$ cat src/tlul_pkg.sv
package tlul_pkg;

  // bus widths
  localparam int unsigned TL_AW  = 32;
  localparam int unsigned TL_DW  = 32;
  localparam int unsigned TL_DBW = TL_DW / 8;
  localparam int unsigned TL_AIW = 8;

  // source id split: port prefix on top, rolling count below
  localparam int unsigned TL_PREFIX_W  = 3;
  localparam int unsigned TL_SRC_CNT_W = TL_AIW - TL_PREFIX_W;

  // log2 of the beat size in bytes, always a full word here
  localparam logic [1:0] TL_SIZE_WORD = 2'd2;

  // a channel opcodes
  typedef enum logic [2:0] {
    PutFullData    = 3'h0,
    PutPartialData = 3'h1,
    Get            = 3'h4
  } tl_a_op_e;

  // d channel opcodes
  typedef enum logic [2:0] {
    AccessAck     = 3'h0,
    AccessAckData = 3'h1
  } tl_d_op_e;

  // host to device, a channel plus d_ready
  typedef struct packed {
    logic                a_valid;
    tl_a_op_e            a_opcode;
    logic [1:0]          a_size;
    logic [TL_AIW-1:0]   a_source;
    logic [TL_AW-1:0]    a_address;
    logic [TL_DBW-1:0]   a_mask;
    logic [TL_DW-1:0]    a_data;
    logic                d_ready;
  } tl_h2d_t;

  // device to host, d channel plus a_ready
  typedef struct packed {
    logic                d_valid;
    tl_d_op_e            d_opcode;
    logic [TL_AIW-1:0]   d_source;
    logic [TL_DW-1:0]    d_data;
    logic                d_error;
    logic                a_ready;
  } tl_d2h_t;

  // one request waiting for its response
  typedef struct packed {
    logic              is_write;
    logic [TL_AIW-1:0] source;
  } outst_entry_t;

endpackage

$ cat src/tlul_outstanding_fifo.sv
`timescale 1ns/1ns

module tlul_outstanding_fifo import tlul_pkg::*; #(
  parameter int unsigned MAX_REQS = 2
) (
  input  logic         clk_i,
  input  logic         rst_i,
  input  logic         push_i,
  input  outst_entry_t push_entry_i,
  input  logic         pop_i,
  output outst_entry_t head_o,
  output logic         full_o,
  output logic         empty_o
);

  // a single entry still needs a one bit pointer
  localparam int unsigned PTR_W = (MAX_REQS > 1) ? $clog2(MAX_REQS) : 1;
  localparam int unsigned CNT_W = $clog2(MAX_REQS + 1);

  outst_entry_t     mem_q [MAX_REQS];
  logic [PTR_W-1:0] wr_ptr_q;
  logic [PTR_W-1:0] rd_ptr_q;
  logic [CNT_W-1:0] count_q;
  logic             push_ok;
  logic             pop_ok;

  assign empty_o = (count_q == '0);
  assign full_o  = (count_q == CNT_W'(MAX_REQS));
  assign head_o  = mem_q[rd_ptr_q];

  // a pop frees the slot that a push in the same cycle may take
  assign pop_ok  = pop_i & ~empty_o;
  assign push_ok = push_i & (~full_o | pop_ok);

  always_ff @(posedge clk_i) begin
    if (push_ok) begin
      mem_q[wr_ptr_q] <= push_entry_i;
    end
  end

  always_ff @(posedge clk_i) begin
    if (rst_i) begin
      wr_ptr_q <= '0;
      rd_ptr_q <= '0;
      count_q  <= '0;
    end else begin
      if (push_ok) begin
        wr_ptr_q <= (wr_ptr_q == PTR_W'(MAX_REQS - 1)) ? '0 : wr_ptr_q + 1'b1;
      end
      if (pop_ok) begin
        rd_ptr_q <= (rd_ptr_q == PTR_W'(MAX_REQS - 1)) ? '0 : rd_ptr_q + 1'b1;
      end
      // occupancy only moves when exactly one side is active
      if (push_ok && !pop_ok) begin
        count_q <= count_q + 1'b1;
      end else if (pop_ok && !push_ok) begin
        count_q <= count_q - 1'b1;
      end
    end
  end

endmodule

$ cat src/tlul_rsp_check.sv
`timescale 1ns/1ns

module tlul_rsp_check import tlul_pkg::*; (
  input  logic              d_valid_i,
  input  tl_d_op_e          d_opcode_i,
  input  logic [TL_AIW-1:0] d_source_i,
  input  logic [TL_DW-1:0]  d_data_i,
  input  logic              d_error_i,
  input  outst_entry_t      head_i,
  input  logic              empty_i,
  output logic              rvalid_o,
  output logic [TL_DW-1:0]  rdata_o,
  output logic              err_o
);

  tl_d_op_e exp_opcode;
  logic     src_mismatch;
  logic     op_mismatch;

  // reads expect data back, writes a plain ack
  assign exp_opcode   = head_i.is_write ? AccessAck : AccessAckData;
  assign src_mismatch = (d_source_i != head_i.source);
  assign op_mismatch  = (d_opcode_i != exp_opcode);

  assign rvalid_o = d_valid_i;

  always_comb begin
    err_o   = 1'b0;
    rdata_o = '0;
    if (d_valid_i) begin
      // stray beat with nothing outstanding is an error too
      err_o = d_error_i | empty_i | src_mismatch | op_mismatch;
      if (!err_o && !head_i.is_write) begin
        rdata_o = d_data_i;
      end
    end
  end

endmodule

$ cat src/tlul_host_adapter.sv
`timescale 1ns/1ns

module tlul_host_adapter import tlul_pkg::*; #(
  parameter int unsigned           MAX_REQS   = 2,
  parameter logic [TL_PREFIX_W-1:0] SRC_PREFIX = '0
) (
  input  logic              clk_i,
  input  logic              rst_i,

  // core side
  input  logic              req_i,
  output logic              gnt_o,
  input  logic [TL_AW-1:0]  addr_i,
  input  logic              we_i,
  input  logic [TL_DBW-1:0] be_i,
  input  logic [TL_DW-1:0]  wdata_i,
  output logic              rvalid_o,
  output logic [TL_DW-1:0]  rdata_o,
  output logic              err_o,

  // bus side
  input  tl_d2h_t           tl_i,
  output tl_h2d_t           tl_o
);

  logic                    active_q;
  logic [TL_SRC_CNT_W-1:0] src_cnt_q;
  logic [TL_AIW-1:0]       a_source;
  tl_a_op_e                a_opcode;
  logic                    a_valid;
  logic                    d_beat;
  logic                    fifo_full;
  logic                    fifo_empty;
  outst_entry_t            push_entry;
  outst_entry_t            head;

  // set one cycle after reset is released
  always_ff @(posedge clk_i) begin
    if (rst_i) begin
      active_q <= 1'b0;
    end else begin
      active_q <= 1'b1;
    end
  end

  // d_ready is always high once active, so any valid beat transfers
  assign d_beat = active_q & tl_i.d_valid;

  // a response this cycle frees room for a new grant
  assign a_valid = active_q & req_i & (~fifo_full | d_beat);
  assign gnt_o   = a_valid & tl_i.a_ready;

  always_ff @(posedge clk_i) begin
    if (rst_i) begin
      src_cnt_q <= '0;
    end else if (gnt_o) begin
      src_cnt_q <= src_cnt_q + 1'b1;
    end
  end

  assign a_source = {SRC_PREFIX, src_cnt_q};

  always_comb begin
    if (!we_i) begin
      a_opcode = Get;
    end else if (&be_i) begin
      a_opcode = PutFullData;
    end else begin
      a_opcode = PutPartialData;
    end
  end

  always_comb begin
    tl_o           = '0;
    tl_o.a_valid   = a_valid;
    tl_o.a_opcode  = a_opcode;
    tl_o.a_size    = TL_SIZE_WORD;
    tl_o.a_source  = a_source;
    tl_o.a_address = {addr_i[TL_AW-1:2], 2'b00};
    tl_o.a_mask    = be_i;
    tl_o.a_data    = wdata_i;
    tl_o.d_ready   = active_q;
  end

  assign push_entry.is_write = we_i;
  assign push_entry.source   = a_source;

  tlul_outstanding_fifo #(
    .MAX_REQS (MAX_REQS)
  ) u_outst_fifo (
    .clk_i        (clk_i),
    .rst_i        (rst_i),
    .push_i       (gnt_o),
    .push_entry_i (push_entry),
    .pop_i        (d_beat),
    .head_o       (head),
    .full_o       (fifo_full),
    .empty_o      (fifo_empty)
  );

  tlul_rsp_check u_rsp_check (
    .d_valid_i  (d_beat),
    .d_opcode_i (tl_i.d_opcode),
    .d_source_i (tl_i.d_source),
    .d_data_i   (tl_i.d_data),
    .d_error_i  (tl_i.d_error),
    .head_i     (head),
    .empty_i    (fifo_empty),
    .rvalid_o   (rvalid_o),
    .rdata_o    (rdata_o),
    .err_o      (err_o)
  );

endmodule

$ cat src/tlul_host_wrapper.sv
`timescale 1ns/1ns

module tlul_host_wrapper import tlul_pkg::*; #(
  parameter int unsigned MAX_REQS = 2
) (
  input  logic              clk_i,
  input  logic              rst_i,

  // instruction port, read only
  input  logic              instr_req_i,
  output logic              instr_gnt_o,
  input  logic [TL_AW-1:0]  instr_addr_i,
  output logic              instr_rvalid_o,
  output logic [TL_DW-1:0]  instr_rdata_o,
  output logic              instr_err_o,
  input  tl_d2h_t           tl_i_i,
  output tl_h2d_t           tl_i_o,

  // data port
  input  logic              data_req_i,
  output logic              data_gnt_o,
  input  logic              data_we_i,
  input  logic [TL_DBW-1:0] data_be_i,
  input  logic [TL_AW-1:0]  data_addr_i,
  input  logic [TL_DW-1:0]  data_wdata_i,
  output logic              data_rvalid_o,
  output logic [TL_DW-1:0]  data_rdata_o,
  output logic              data_err_o,
  input  tl_d2h_t           tl_d_i,
  output tl_h2d_t           tl_d_o
);

  // fetches are full-word reads
  tlul_host_adapter #(
    .MAX_REQS   (MAX_REQS),
    .SRC_PREFIX (3'd0)
  ) u_instr_adapter (
    .clk_i    (clk_i),
    .rst_i    (rst_i),
    .req_i    (instr_req_i),
    .gnt_o    (instr_gnt_o),
    .addr_i   (instr_addr_i),
    .we_i     (1'b0),
    .be_i     ({TL_DBW{1'b1}}),
    .wdata_i  ({TL_DW{1'b0}}),
    .rvalid_o (instr_rvalid_o),
    .rdata_o  (instr_rdata_o),
    .err_o    (instr_err_o),
    .tl_i     (tl_i_i),
    .tl_o     (tl_i_o)
  );

  tlul_host_adapter #(
    .MAX_REQS   (MAX_REQS),
    .SRC_PREFIX (3'd1)
  ) u_data_adapter (
    .clk_i    (clk_i),
    .rst_i    (rst_i),
    .req_i    (data_req_i),
    .gnt_o    (data_gnt_o),
    .addr_i   (data_addr_i),
    .we_i     (data_we_i),
    .be_i     (data_be_i),
    .wdata_i  (data_wdata_i),
    .rvalid_o (data_rvalid_o),
    .rdata_o  (data_rdata_o),
    .err_o    (data_err_o),
    .tl_i     (tl_d_i),
    .tl_o     (tl_d_o)
  );

endmodule

$ cat config.mk
export PLATFORM = sky130hd
export DESIGN_NAME = tlul_host_wrapper
export DESIGN_NICKNAME = d
export VERILOG_FILES = /design/src/tlul_pkg.sv /design/src/tlul_outstanding_fifo.sv /design/src/tlul_rsp_check.sv /design/src/tlul_host_adapter.sv /design/src/tlul_host_wrapper.sv
export SDC_FILE = /design/constraint.sdc
export NUM_CORES = 1
export LEC_CHECK = 0
export BUFFER_PORTS_ARGS = -buffer_cell sky130_fd_sc_hd__buf_2
export CAP_MARGIN = 20
export CELL_PAD_IN_SITES_DETAIL_PLACEMENT = 1
export CELL_PAD_IN_SITES_GLOBAL_PLACEMENT = 1
export CORE_AREA = 2 2 167 169
export CTS_BUF_LIST = sky130_fd_sc_hd__clkbuf_4
export DETAILED_ROUTE_END_ITERATION = 7
export DIE_AREA = 0 0 169 171
export PLACE_DENSITY_LB_ADDON = 0.25
export RECOVER_POWER = 50
export SLEW_MARGIN = 40
export SYNTH_ARGS = -nofsm -noshare
export SYNTH_HDL_FRONTEND = slang
export SYNTH_SLANG_ARGS = --single-unit
$ cat constraint.sdc
create_clock -name clk_i -period 2.55 [get_ports clk_i]
set_input_delay 0 -clock clk_i [delete_from_list [all_inputs] [get_ports clk_i]]
set_output_delay 0 -clock clk_i [all_outputs]
set_load 0.005 [all_outputs]
==> impl_metrics.ini <==
[outcome]
status = finished clean

[clock_network]
clock_path_buffers = 2
clk_pin_slew_worst_paths_ns = 0.12
cts_buffers = 5
htree_levels = 2
clk-insertion-delay-late_ns = 0.36
cts-resized-gates = 0
cts_root_buffer = clkbuf_4
cts_sinks = 43
cts_tree = built

[floorplan]
die_x_um = 169
pin_count = 433
initial_core_util_pct = 14.3
core_region_area_sq_um = 27300
row_count = 61
die_h_um = 171
dieArea_sq_um = 28900

[routing]
dr.pass1.iters = 4
dr_wl_met3_um = 1600
maxUsedRoutingLayer = met4
via_count = 3006
avgRoutedWirePerCell_um = 14.5
met2_wirelength_um = 6000
drtIter0Drc = 72
drc = 0
drt_wl_total_um = 12900
met1_length_um = 4750
ant_nets = 0
via_per_inst = 3.36

[critical_path]
start_kind = flop
critPathMaxStageDelay_ns = 0.55
cp_data_required_time_ns = 2.55
worstPathArrival_ns = 2.29
cpMaxStageDelayCell = dfxtp_1
end_kind = output port
path_class = flop to output port
path_delay_family = flip-flops
critPathMaxFanout = 24
path_cells = mux2i_1, xor2_1, nand3_2, buf_12, nor3_2, buf_2
cp_num_buf_inv = 2

[synth]
ys.flop_type = edfxtp_1
seq_area_frac_synth_pct = 27.7
synth_edf_count = 22
synthArstFlopShare_pct = 0
ys_types = 34
synth_top_cell_by_area = buf_4
yosys_warnings = 0
syn-cell-area_sq_um = 3900
avgSynthCellArea_sq_um = 8.45
ys_top_cells_by_area = buf_4 (30%), edfxtp_1 (17%), dfxtp_1 (11%)
synthCells = 461
postSynthRegisterBits = 43
synth_top_area_share_pct = 29.7

[power]
finalPower_mw = 1.62
p_per_area_nw_per_um2 = 367
max-vdd-ir-drop_v = 0.000213
p_leak_nw = 2.03

[run]
cap_violations = 0

[layout]
antenna_cells = 0
layout-drive-gt1-share_pct = 43.2
area_delta_synth_final_pct = 13.4
final_common_cell = buf_2
nets = 748
layout_common_cells = buf_2 (182), conb_1 (54), inv_1 (36), nor3_1 (36), nand2_1 (34)
finalInstanceArea_sq_um = 4420

[grt]
grt_usage_pct = 8.20
grt_pass1_wl_um = 17900
gr-total-overflow = 0
grt_max_degree = 35
antenna_found_initial = 0
grt_pass1_vias = 2918

[timing]
worst_slack_ns = 0.262
period_share_pct = 89.7
slew_headroom_pct = 29.6
rsz0062_at_grt = false
setup_viol = 0
hold_viol_final = 0
fin_setup_tns_ns = 0
fin_skew_ns = 0.00501
worstMarginPinSlew_ns = 1.06
hold_ws_ns = 0.00000200
period_needed_ns = 2.29
max_freq_ghz = 0.437
slew_viol_final = 0

[placement]
place.port_buffers = 190
dp_hpwl_um = 10500
gp_congestion = 0.718
place_ws_ns = 0.579
placed_cell_area_sq_um = 4320

[worst_hold_path]
hp-class = input pin to output port
==> worst register-to-register path, stage by stage (launching register included) <==
cell     delay, ns
dfxtp_1       0.46
nand2_1       0.24
nor3_1        0.27
ha_1          0.30
or3_1         0.37
a21oi_1       0.13
==> power by group <==
group          switching [mW]  internal [mW]
sequential             0.0290          0.749
combinational           0.177          0.132
clock                   0.222          0.317
total                   0.428           1.20
==> synthesized netlist by cell type (all sizes together), types with 3 or more instances <==
cell      n
nor3b     3
edfxtp   22
xnor2    10
ha        4
xor2     17
nand2    34
nor3     68
nor4b     3
inv      36
nor4      7
mux2i    13
clkbuf   12
nor2     21
dfxtp    21
o21ai     4
and2      4
nand3     6
buf     162
==> registers in the layout (all words and copies together), names as in the netlist, named ones only <==
register	flops
u_instr_adapter.u_outst_fifo.rd_ptr_q	1
u_instr_adapter.src_cnt_q	5
u_instr_adapter.u_outst_fifo.mem_q	10
u_instr_adapter.u_outst_fifo.count_q	2
u_data_adapter.u_outst_fifo.mem_q	12
u_data_adapter.src_cnt_q	5
u_instr_adapter.u_outst_fifo.wr_ptr_q	1
u_data_adapter.u_outst_fifo.wr_ptr_q	1
u_data_adapter.u_outst_fifo.rd_ptr_q	1
u_data_adapter.active_q	1
u_data_adapter.u_outst_fifo.count_q	2
==> per-layer routing <==
| layer | global-route usage (%) | vias up |
|---|---|---|
| met5 | 0 | - |
| met4 | 4.72 | 0 |
| met3 | 4.51 | 46 |
| met2 | 12.8 | 164 |
| met1 | 8.78 | 1336 |
| li1 | - | 1460 |
==> stage by stage <==
step | instances | util [%]
final | 894 | 16.2
after floorplan | 513 | -
after CTS | 894 | 16.2
after detailed placement | 885 | 15.8
after global routing | 894 | 16.2
after global placement | 885 | 15.8
==> timing repair <==
| action | in CTS | in global routing |
|---|---|---|
| endpoints found under the hold margin | 2 | 0 |
| setup buffers | 0 | 0 |
| hold buffers | 1 | 0 |
==> final cells by class <==
cell class | count | area [sq um]
fillers | 3332 | 22900
flip-flops and latches | 43 | 1080
inverters | 36 | 135
repair buffers | 201 | 1040
clock buffers | 6 | 45.0
clock inverters | 2 | 60.1
well taps | 346 | 433
multi-input cells | 260 | 1630
==> logic make-up after synthesis <==
| group | after synthesis | synth area share [%] |
|---|---|---|
| xor gates and xnor gates | 27 | 6.07 |
| AOI/OAI and AO/OA | 10 | 1.64 |
| adders and majority gates | 4 | 1.28 |
| muxes | 13 | 3.34 |
| other | 2 | 0.193 |
| and+or+nand+nor | 152 | 23.9 |
| buffers and inverters | 210 | 35.8 |
| DFF | 43 | 27.7 |
==> worst paths after layout <==
check	start	to	slack, ns	cells past startpoint
setup reg to reg	u_data_adapter.active_q	u_data_adapter.u_outst_fifo.count_q[1]	0.70	5
hold / removal	data_wdata_i[12]	tl_d_o[13]	0.000002	0
setup / recovery	flop	data_rdata_o[17]	0.26	6
hold reg to reg	u_data_adapter.u_outst_fifo.rd_ptr_q	flop	0.52	2
Power figures use the tool's default switching activity.
